--- src/plot_geom_pkg.sv ---
`default_nettype none

package plot_geom_pkg;

    // screen coordinates span 0 to 255 on both axes
    localparam int COORD_W = 8;

    typedef struct packed {
        logic [COORD_W-1:0] x;
        logic [COORD_W-1:0] y;
    } point_t;

    // tag is 4 bits, same width as the segment tag
    typedef struct packed {
        point_t     pt;
        logic [3:0] tag;
    } pixel_t;

endpackage

`default_nettype wire

--- src/plot_cmd_pkg.sv ---
`default_nettype none

package plot_cmd_pkg;

    localparam int TAG_W = 4;

    // number of line rasterizers working in parallel
    localparam int N_RASTER = 3;
    localparam int RASTER_IDX_W = $clog2(N_RASTER);

    typedef logic [RASTER_IDX_W-1:0] raster_idx_t;

    typedef enum logic {
        MOVE = 1'b0,
        LINE = 1'b1
    } opcode_e;

    typedef struct packed {
        opcode_e               op;
        plot_geom_pkg::point_t target;
    } cmd_t;

    typedef struct packed {
        plot_geom_pkg::point_t start_pt;
        plot_geom_pkg::point_t end_pt;
        logic [TAG_W-1:0]      tag;
    } segment_t;

endpackage

`default_nettype wire

--- src/segment_dispatch.sv ---
`timescale 1ns/1ps
`default_nettype none

module segment_dispatch (
    input  logic                                clk,
    input  logic                                rst,
    input  plot_cmd_pkg::cmd_t                  cmd,
    input  logic                                cmd_valid,
    output logic                                cmd_ready,
    output plot_cmd_pkg::segment_t              seg,
    output logic [plot_cmd_pkg::N_RASTER-1:0]   seg_valid,
    input  logic [plot_cmd_pkg::N_RASTER-1:0]   seg_ready,
    output logic                                pending
);

    plot_geom_pkg::point_t          cursor;
    logic [plot_cmd_pkg::TAG_W-1:0] tag;
    plot_cmd_pkg::segment_t         pend_seg;
    logic                           cmd_fire;
    logic                           line_fire;
    logic                           seg_fire;
    logic                           pick_found;

    // a held LINE blocks further commands until a rasterizer takes it
    assign cmd_ready = !pending;
    assign cmd_fire  = cmd_valid && cmd_ready;
    assign line_fire = cmd_fire && (cmd.op == plot_cmd_pkg::LINE);
    assign seg_fire  = |(seg_valid & seg_ready);
    assign seg       = pend_seg;

    // offer the pending segment to the lowest numbered idle rasterizer
    always_comb begin
        pick_found = 1'b0;
        seg_valid  = '0;
        for (int k = 0; k < plot_cmd_pkg::N_RASTER; k++) begin
            if (!pick_found && seg_ready[k]) begin
                seg_valid[k] = pending;
                pick_found   = 1'b1;
            end
        end
    end

    always_ff @(posedge clk) begin
        if (rst) begin
            cursor  <= '0;
            tag     <= '0;
            pending <= 1'b0;
        end else begin
            if (seg_fire) begin
                pending <= 1'b0;
            end
            // both opcodes leave the cursor at their target
            if (cmd_fire) begin
                cursor <= cmd.target;
            end
            if (line_fire) begin
                pending <= 1'b1;
                tag     <= tag + 1'b1;
            end
        end
    end

    always_ff @(posedge clk) begin
        if (line_fire) begin
            pend_seg.start_pt <= cursor;
            pend_seg.end_pt   <= cmd.target;
            pend_seg.tag      <= tag;
        end
    end

endmodule

`default_nettype wire

--- src/line_raster.sv ---
`timescale 1ns/1ps
`default_nettype none

module line_raster (
    input  logic                   clk,
    input  logic                   rst,
    input  plot_cmd_pkg::segment_t seg,
    input  logic                   seg_valid,
    output logic                   seg_ready,
    output plot_geom_pkg::pixel_t  pix,
    output logic                   pix_valid,
    input  logic                   pix_ready
);

    typedef enum logic {
        IDLE,
        WALK
    } state_e;

    state_e                                   state;
    plot_geom_pkg::point_t                    cur;
    plot_geom_pkg::point_t                    last;
    logic [plot_cmd_pkg::TAG_W-1:0]           tag;
    logic signed [plot_geom_pkg::COORD_W+1:0] dx;
    logic signed [plot_geom_pkg::COORD_W+1:0] dy;
    logic signed [plot_geom_pkg::COORD_W+1:0] err;
    logic                                     sx;
    logic                                     sy;

    // segment setup terms
    logic signed [plot_geom_pkg::COORD_W+1:0] diff_x;
    logic signed [plot_geom_pkg::COORD_W+1:0] diff_y;
    logic signed [plot_geom_pkg::COORD_W+1:0] init_dx;
    logic signed [plot_geom_pkg::COORD_W+1:0] init_dy;

    // one Bresenham step
    logic signed [plot_geom_pkg::COORD_W+2:0] e2;
    logic signed [plot_geom_pkg::COORD_W+1:0] err_nxt;
    plot_geom_pkg::point_t                    cur_nxt;

    logic seg_fire;
    logic at_end;

    assign seg_ready = (state == IDLE);
    assign pix_valid = (state == WALK);
    assign pix.pt    = cur;
    assign pix.tag   = tag;
    assign seg_fire  = seg_valid && seg_ready;
    assign at_end    = (cur == last);

    always_comb begin
        diff_x  = $signed({2'b00, seg.end_pt.x}) - $signed({2'b00, seg.start_pt.x});
        diff_y  = $signed({2'b00, seg.end_pt.y}) - $signed({2'b00, seg.start_pt.y});
        // dx is kept positive, dy negative
        init_dx = diff_x[plot_geom_pkg::COORD_W+1] ? -diff_x : diff_x;
        init_dy = diff_y[plot_geom_pkg::COORD_W+1] ? diff_y : -diff_y;
    end

    always_comb begin
        e2      = $signed({err, 1'b0});
        err_nxt = err;
        cur_nxt = cur;
        if (e2 >= dy) begin
            err_nxt   = err_nxt + dy;
            cur_nxt.x = sx ? cur.x + 1'b1 : cur.x - 1'b1;
        end
        if (e2 <= dx) begin
            err_nxt   = err_nxt + dx;
            cur_nxt.y = sy ? cur.y + 1'b1 : cur.y - 1'b1;
        end
    end

    always_ff @(posedge clk) begin
        if (rst) begin
            state <= IDLE;
        end else begin
            case (state)
                IDLE: begin
                    if (seg_fire) begin
                        state <= WALK;
                    end
                end
                WALK: begin
                    if (pix_ready && at_end) begin
                        state <= IDLE;
                    end
                end
                default: state <= IDLE;
            endcase
        end
    end

    always_ff @(posedge clk) begin
        if (seg_fire) begin
            cur  <= seg.start_pt;
            last <= seg.end_pt;
            tag  <= seg.tag;
            dx   <= init_dx;
            dy   <= init_dy;
            err  <= init_dx + init_dy;
            sx   <= !diff_x[plot_geom_pkg::COORD_W+1];
            sy   <= !diff_y[plot_geom_pkg::COORD_W+1];
        end else if (pix_valid && pix_ready) begin
            cur <= cur_nxt;
            err <= err_nxt;
        end
    end

endmodule

`default_nettype wire

--- src/pixel_merge.sv ---
`timescale 1ns/1ps
`default_nettype none

module pixel_merge (
    input  logic                                clk,
    input  logic                                rst,
    input  plot_geom_pkg::pixel_t               pix [plot_cmd_pkg::N_RASTER],
    input  logic [plot_cmd_pkg::N_RASTER-1:0]   pix_valid,
    output logic [plot_cmd_pkg::N_RASTER-1:0]   pix_ready,
    output plot_geom_pkg::pixel_t               pixel,
    output logic                                pixel_valid,
    input  logic                                pixel_ready
);

    plot_cmd_pkg::raster_idx_t ptr;
    plot_cmd_pkg::raster_idx_t gnt_idx;
    logic                      gnt_found;
    int                        cand;

    // first valid input at or after the pointer wins
    always_comb begin
        gnt_found = 1'b0;
        gnt_idx   = ptr;
        cand      = 0;
        for (int i = 0; i < plot_cmd_pkg::N_RASTER; i++) begin
            cand = int'(ptr) + i;
            if (cand >= plot_cmd_pkg::N_RASTER) begin
                cand = cand - plot_cmd_pkg::N_RASTER;
            end
            if (!gnt_found && pix_valid[cand]) begin
                gnt_idx   = plot_cmd_pkg::raster_idx_t'(cand);
                gnt_found = 1'b1;
            end
        end
    end

    assign pixel       = pix[gnt_idx];
    assign pixel_valid = gnt_found;

    always_comb begin
        for (int k = 0; k < plot_cmd_pkg::N_RASTER; k++) begin
            pix_ready[k] = gnt_found && pixel_ready &&
                           (gnt_idx == plot_cmd_pkg::raster_idx_t'(k));
        end
    end

    // pointer only moves on a completed transfer so a stalled grant sticks
    always_ff @(posedge clk) begin
        if (rst) begin
            ptr <= '0;
        end else if (pixel_valid && pixel_ready) begin
            if (gnt_idx == plot_cmd_pkg::raster_idx_t'(plot_cmd_pkg::N_RASTER - 1)) begin
                ptr <= '0;
            end else begin
                ptr <= gnt_idx + 1'b1;
            end
        end
    end

endmodule

`default_nettype wire

--- src/plot_engine.sv ---
`timescale 1ns/1ps
`default_nettype none

module plot_engine (
    input  logic                  clk,
    input  logic                  rst,
    input  plot_cmd_pkg::cmd_t    cmd,
    input  logic                  cmd_valid,
    output logic                  cmd_ready,
    output plot_geom_pkg::pixel_t pixel,
    output logic                  pixel_valid,
    input  logic                  pixel_ready,
    output logic                  busy
);

    plot_cmd_pkg::segment_t                   seg;
    logic [plot_cmd_pkg::N_RASTER-1:0]        seg_valid;
    logic [plot_cmd_pkg::N_RASTER-1:0]        seg_ready;
    logic                                     pending;
    plot_geom_pkg::pixel_t                    pix [plot_cmd_pkg::N_RASTER];
    logic [plot_cmd_pkg::N_RASTER-1:0]        pix_valid;
    logic [plot_cmd_pkg::N_RASTER-1:0]        pix_ready;

    // a rasterizer that is not ready is still walking a segment
    assign busy = pending || (|(~seg_ready));

    segment_dispatch segment_dispatch_i (
        .clk       (clk),
        .rst       (rst),
        .cmd       (cmd),
        .cmd_valid (cmd_valid),
        .cmd_ready (cmd_ready),
        .seg       (seg),
        .seg_valid (seg_valid),
        .seg_ready (seg_ready),
        .pending   (pending)
    );

    for (genvar k = 0; k < plot_cmd_pkg::N_RASTER; k++) begin : g_raster
        line_raster line_raster_i (
            .clk       (clk),
            .rst       (rst),
            .seg       (seg),
            .seg_valid (seg_valid[k]),
            .seg_ready (seg_ready[k]),
            .pix       (pix[k]),
            .pix_valid (pix_valid[k]),
            .pix_ready (pix_ready[k])
        );
    end

    pixel_merge pixel_merge_i (
        .clk         (clk),
        .rst         (rst),
        .pix         (pix),
        .pix_valid   (pix_valid),
        .pix_ready   (pix_ready),
        .pixel       (pixel),
        .pixel_valid (pixel_valid),
        .pixel_ready (pixel_ready)
    );

endmodule

`default_nettype wire

--- config.mk ---
export PLATFORM = sky130hd
export DESIGN_NAME = plot_engine
export DESIGN_NICKNAME = d
export VERILOG_FILES = /design/src/plot_geom_pkg.sv /design/src/plot_cmd_pkg.sv /design/src/segment_dispatch.sv /design/src/line_raster.sv /design/src/pixel_merge.sv /design/src/plot_engine.sv
export SDC_FILE = /design/constraint.sdc
export NUM_CORES = 1
export LEC_CHECK = 0
export BUFFER_PORTS_ARGS = -buffer_cell sky130_fd_sc_hd__buf_4
export CELL_PAD_IN_SITES_DETAIL_PLACEMENT = 1
export CELL_PAD_IN_SITES_GLOBAL_PLACEMENT = 2
export CORE_ASPECT_RATIO = 1.1
export CORE_MARGIN = 3
export CORE_UTILIZATION = 43
export DETAILED_ROUTE_END_ITERATION = 16
export PLACE_DENSITY = 0.8
export SKIP_CTS_REPAIR_TIMING = 1
export SLEW_MARGIN = 10
export SYNTH_ARGS = -nofsm -noshare
export SYNTH_HDL_FRONTEND = slang
export SYNTH_SLANG_ARGS = --single-unit
--- constraint.sdc ---
create_clock -name clk -period 5.2 [get_ports clk]
set_input_delay 1.3 -clock clk [delete_from_list [all_inputs] [get_ports clk]]
set_output_delay 1.3 -clock clk [all_outputs]
set_load 0.02 [all_outputs]
-- Word-level counts from Yosys, hierarchy flattened
Cells that the tools add are included.
- register bits: 266
- output and inout port bits: 23
- word-level logic and storage cells: 212
- $add $sub $neg: 30
- $lt $le $gt $ge: 13
- equal/unequal tests: 5
- multiplexer cells: 70
- bitwise operators: 6
- reductions and logical operators: 45
- operators by type and width (operator ; number):
    10-bit two-way mux ; 14
    32-bit by 4-bit less-than comparator with 1-bit output (second input constant) ; 3
    16-bit two-way mux ; 6
    32-bit two-way mux ; 3
    8-bit two-way mux ; 12
    10-bit adder ; 7
    32-bit by 3-bit >= comparator with 1-bit output (second input constant) ; 2
    32-bit by 3-bit subtractor with 32-bit output (second input constant) ; 2
    8-bit by 1-bit adder with 8-bit output (second input constant) ; 6
    16-bit equality test ; 3
    8-bit by 1-bit subtractor with 8-bit output (second input constant) ; 6
    20-bit binary-select mux with 2-bit select ; 1
    20-bit two-way mux ; 2
    11-bit by 10-bit >= comparator with 1-bit output ; 3
    11-bit by 10-bit less-or-equal comparator with 1-bit output ; 3
    1-bit two-way mux ; 22
    10-bit negation ; 2
    2-bit nonzero test ; 10
    1-bit logical AND ; 19
    8-bit by 8-bit subtractor with 9-bit output ; 2
    2-bit AND reduction ; 6
    2-bit two-way mux ; 4
    1-bit binary-select mux with 2-bit select ; 3
    1-bit zero test ; 6
    17 further kinds ; 22

-- Longest topological paths before layout
- depth in word-level cells: 17
- depth in mapped cells: 22
- depth with buffers taken out: 21

-- Modules after synthesis
A second synthesis with hierarchy kept.
- cell total of the unflattened synthesis: 2116
- area, all modules: 20907.6 um^2
- by module, submodules not included (module ; times used ; cells each ; area an instance (um^2) ; sequential area each (um^2)):
    line_raster at g_raster[0].line_raster_i ; 1 ; 644 ; 6147.1 ; 2062.0
    line_raster at g_raster[2].line_raster_i ; 1 ; 605 ; 6007.0 ; 2062.0
    line_raster at g_raster[1].line_raster_i ; 1 ; 604 ; 5977.0 ; 2062.0
    segment_dispatch ; 1 ; 134 ; 1874.3 ; 1501.4
    pixel_merge ; 1 ; 128 ; 893.4 ; 40.0
    plot_engine ; 1 ; 1 ; 8.8 ; 0.0

-- Least setup slack after synthesis
Ideal clock, no wire load.
- kind: reg2reg
- from: reg segment_dispatch_i.pend_seg (netlist bit segment_dispatch_i.seg[12])
- to: reg g_raster[0].line_raster_i.err[9] (netlist bit), data pin
- arrival: 4.001 ns
- data required time: 4.928 ns
- path slack: 0.927 ns
- stages on the path, launching flop included: 21
- buffers on the path: 1
- period minus slack after synthesis: 4.273 ns
- cell sequence: edfxtp_1 > inv_1 > ha_1 > inv_1 > fa_1 > a21o_1 > a21oi_1 > nor2b_1 > o31a_1 > o21ai_0 > nand2b_1 > clkbuf_1 > mux2_2 > ha_1 > a21o_1 > a21oi_1 > o21ai_0 > o41ai_1 > o21ai_0 > xor2_1 > mux2i_1
- longest elaborated chain between the ends: 5
- RTL lines (item ; line ; source):
    from (decl) ; segment_dispatch.sv:18 ; plot_cmd_pkg::segment_t pend_seg;
    8-bit by 8-bit subtractor with 9-bit output (*) ; line_raster.sv:52 ; diff_x = $signed({2'b00, seg.end_pt.x}) - $signed({2'b00, seg.start_pt.x});
    10-bit negation ; line_raster.sv:55 ; init_dx = diff_x[plot_geom_pkg::COORD_W+1] ? -diff_x : diff_x;
    10-bit two-way mux (*) ; line_raster.sv:55 ;
    named net g_raster[0].line_raster_i.init_dx (one bit) ; line_raster.sv:33 ; logic signed [plot_geom_pkg::COORD_W+1:0] init_dx;
    10-bit adder (*) ; line_raster.sv:100 ; err <= init_dx + init_dy;
    10-bit two-way mux (*) ; line_raster.sv:94 ; if (seg_fire) begin
    to (signal assigned) ; line_raster.sv:100 ;
    to (signal assigned) ; line_raster.sv:105 ; err <= err_nxt;
    to (decl) ; line_raster.sv:26 ; logic signed [plot_geom_pkg::COORD_W+1:0] err;
The timed path passes the listed nets; every way through them passes the cells marked *.
A chain may end at the register's enable or synchronous reset.

==> results.txt <==
----------------------------------------------------
[Run status]
  Outcome ... finished, final reports clean

[STA]
  Slew at the pin with the worst max-slew slack ... 1050 ps
  Worst Hold Slack ... 431 ps
  Final worst slack ... 388 ps
  Post-Route Setup TNS ... 0 ps
  Pins Over Slew Limit ... 0
  Clock period minus worst slack ... 4810 ps
  Final number of setup-violating endpoints ... 0
  Number of hold-slack violations in the final timing report ... 0
  Skew final ... 14.0 ps
  Unrepaired setup endpoints after global routing ... no
  Relative slew margins ... 30.0%
  Highest attainable clock frequency ... 0.208 GHz
  Period utilisation layout ... 92.5%

[Yosys]
  Post-Syn Area per Cell ... 10.4 um^2
  Number of flops mapped to enable cells by yosys ... 240
  Sequential element share of the synthesized area ... 44.6%
  YS warnings ... 0
  Primary flip-flop cell chosen by synthesis mapping ... edfxtp_1
  Gate Count Post-Synth ... 1663
  Async set or reset register ratio after synthesis ... 0%
  Count of unique library cells instantiated by Yosys ... 72
  Mapped Area ... 17300 um^2
  FF+latch count, synth ... 266

[Route]
  Routed via count ... 12653
  Drt initial violations ... 592
  Routed via count divided by cell count ... 5.61
  Wire length per cell ... 22.2 um
  Detailed Routing Iterations Pass 1 ... 5
  Sum of routed wire length over all layers ... 50000 um
  Remaining DRCs ... 0
  Antenna Nets Post-Route ... 0

[Floorplanning]
  Die Height ... 217 um
  Die area ... 42700 um^2
  DIE WIDTH ... 197 um
  Core box area ... 39500 um^2
  Count of standard-cell rows ... 76
  Ports placed on the boundary ... 44
  Initial core utilization ... 43.9%

[Worst setup path]
  Kind of cell adding the most delay to the critical path ... buffers and inverters
  Depth of the worst register-to-register path ... 19
  Data arrival at the endpoint of the critical path ... 3510 ps
  Sort of element at the start of the critical path ... flip-flop
  Worst path bufs/invs ... 3
  Data required time of the worst path ... 3900 ps
  Setup slack on the worst flop-to-flop path ... 410 ps
  Capturing instance or port of the critical path ... pixel[18]
  Critical path depth ... 11
  CP max FO ... 24
  CP endpoint kind ... output port
  Worst setup path start ... pixel_merge_i.ptr[0]$_SDFFE_PP0P_
  FF-to-FF End ... g_raster[0].line_raster_i.err[9]$_DFFE_PP_
  Most Frequent Cell on Critical Path ... buf_4
  Kind of critical path ... reg -> out
  Highest cell delay on the worst timing path ... 570 ps
  Slowest CP cell ... ha_1
  Origin of the critical flop-to-flop path ... segment_dispatch_i.seg[12]$_DFFE_PP_
  CP Cell Sequence ... inv_1 -> ha_1 -> nor4bb_1 -> a311oi_1 -> nor2_1 -> nand2_1 -> o21ai_2 -> buf_4 -> mux2i_1 -> o21ai_1 -> buf_4

[Finish]
  Filler Cell Count ... 4318
  Ratio of cells with drive above 1 in the final layout ... 9.95%
  Area growth syn-to-layout ... 11.7%
  Number of nets at the end of the flow ... 1940
  Final design utilization ... 49.0%
  Ant. Diodes ... 0

[Power and ir drop]
  Total net switching power ... 1.82 mW
  Part of the power in combinational logic ... 22.7%
  Worst supply voltage drop on vdd ... 0.263 mV
  Clock network fraction of design power ... 36.0%
  Cell Int Power ... 4.24 mW
  Leakage power ... 7.71 nW
  PD cells ... 314 nW/um^2
  Fraction of power spent switching nets ... 30.0%
  Reg power frac ... 41.3%

[CTS]
  Maximum buffer depth of the clock tree ... 3
  Depth of the CTS H-tree ... 1
  Total CTS buffers ... 31
  Insertion delay of the later-clocked pin in the worst-skew pair ... 560 ps
  TritonCTS clock tree ... done
  Master cell of the clock root buffer ... clkbuf_16
  Sinks on the clock net ... 266
  Clock transition at the register clock pins on the worst setup and hold paths after CTS ... 60 ps

[Global routing]
  Number of antenna violations at the first check in global routing ... 0
  Overflow left after global routing ... 0
  Largest net degree at the start of global routing ... 46
  Total routing usage reported by global routing ... 23.6%
  Number of global-route vias before repair ... 13806
  Wire length of the first global-routing pass ... 78800 um

[Placed design]
  IO buf count ... 43
  Estimated wirelength of the detail-placed design ... 39300 um
  Pre-CTS setup slack ... 237 ps
  Weighted congestion at the end of routability-driven global placement ... 0.847

[Run]
  Max-cap check violation count ... 0

[Hold path]
  Worst hold-check path type ... reg -> reg

----------------------------------------------------
-- through the flow --
step / total power, mW / cells / instance area (um^2)
2_1_floorplan: 3.44 / 1665 / 17300
3_5_place_dp: 3.92 / 2195 / 18300
5_1_grt: 6.34 / 2255 / 19400
4_1_cts: 6.10 / 2252 / 19300
3_3_place_gp: 3.87 / 2195 / 18300
6_report: 6.07 / 2255 / 19400
-- state kept, by name, summed over array words and instances (netlist names) --
signal	count
g_raster.line_raster_i.sx	3
segment_dispatch_i.tag	4
segment_dispatch_i.cursor	16
g_raster.line_raster_i.sy	3
g_raster.line_raster_i.tag	12
pixel_merge_i.ptr	2
g_raster.line_raster_i.dy	30
segment_dispatch_i.pending	1
segment_dispatch_i.seg	36
g_raster.line_raster_i.err	30
g_raster.line_raster_i.dx	30
g_raster.line_raster_i.pix	48
g_raster.line_raster_i.last	48
g_raster.line_raster_i.pix_valid	3
-- area by class of cell --
type / instances / area, um^2 / share of cell area, %
multi-input combinational: 1216 / 8910 / 46.0
sequential: 266 / 7730 / 39.9
clock buffer: 37 / 851 / 4.40
tap: 507 / 634 / 3.28
timing repair buffer: 71 / 533 / 2.75
inverter: 138 / 518 / 2.68
clock inverter: 20 / 176 / 0.912
-- power groups by stage --
stage / clock [mW] / sequential (mW) / combinational [mW]
finish: 2.18 / 2.50 / 1.38
CTS: 2.22 / 2.50 / 1.38
detailed placement: 0 / 2.55 / 1.37
floorplan: 0 / 2.51 / 0.931
global route: 2.31 / 2.51 / 1.52
global placement: 0 / 2.55 / 1.33
-- cells in the mapped netlist, drive strengths merged, types with 29 or more instances --
master / instances / share of area (%)
nor3: 29 / 0.84
nor2: 128 / 2.8
o21ai: 107 / 3.1
inv: 138 / 3.0
edfxtp: 240 / 42
a21oi: 156 / 4.6
xor2: 59 / 3.0
ha: 180 / 13
xnor2: 102 / 5.2
mux2i: 47 / 2.8
nand2: 141 / 3.1
-- worst min-delay path by stage --
| stage | from | end | slack, ps | cells past startpoint |
|---|---|---|---|---|
| after floorplan | segment_dispatch_i.cursor[0]$_SDFFE_PP0P_ | segment_dispatch_i.seg[20]$_DFFE_PP_ | 410 | 0 |
| after detailed placement | segment_dispatch_i.cursor[4]$_SDFFE_PP0P_ | segment_dispatch_i.seg[24]$_DFFE_PP_ | 420 | 0 |
| after global placement | segment_dispatch_i.cursor[2]$_SDFFE_PP0P_ | segment_dispatch_i.seg[22]$_DFFE_PP_ | 410 | 0 |
| after global routing | segment_dispatch_i.cursor[11]$_SDFFE_PP0P_ | segment_dispatch_i.seg[31]$_DFFE_PP_ | 440 | 0 |
| final | segment_dispatch_i.cursor[13]$_SDFFE_PP0P_ | segment_dispatch_i.seg[33]$_DFFE_PP_ | 430 | 0 |
| after CTS | segment_dispatch_i.cursor[10]$_SDFFE_PP0P_ | segment_dispatch_i.seg[30]$_DFFE_PP_ | 430 | 0 |
-- cell usage in the layout (no fill, tap or decap), drive strengths merged, types with 11 or more instances in the layout --
master  instances
ha            180
o21bai         15
a211oi         14
mux2i          47
nand2         141
nor3           29
nand4          22
nor2b          20
a21oi         156
o21ai         107
fa             15
xnor2         102
nand3          21
nor2          128
a21o           23
o21a           12
xor2           59
edfxtp        240
mux2           26
buf            71
inv           140
clkinv         11
clkbuf         37
dfxtp          26
-- per-layer routing --
layer	track usage (%)	up-vias	routed length, um
met5	0	-	0
met4	7.06	0	1600
met3	2.36	81	1630
met2	43.4	234	25900
met1	29.2	6238	20900
li1	-	6100	-
-- logic make-up after synthesis --
kind of cell | share of synthesized area (%)
AOI/OAI and AO/OA | 13.1
and+or+nand+nor | 10.6
xor gates and xnor gates | 8.14
muxes | 4.54
other | 0.0216
adders and majority gates | 14.8
buffers and inverters | 4.15
DFF | 44.6
-- worst reg2reg max path, cell delays in order (launching register included) --
cell and delay [ps]:
edfxtp_1 420, inv_1 90, ha_1 170, inv_1 60, fa_1 400, a21o_1 200, a21oi_1 240, nor2b_1 90
o31a_1 250, o21ai_0 260, nand2b_2 140, mux2_2 350, ha_1 290, a21o_1 180, a21oi_1 230, o21ai_1 170
o41ai_2 400, o21ai_0 170, xor2_1 270, mux2i_1 120
No activity file was read; power rests on OpenSTA's default activity.
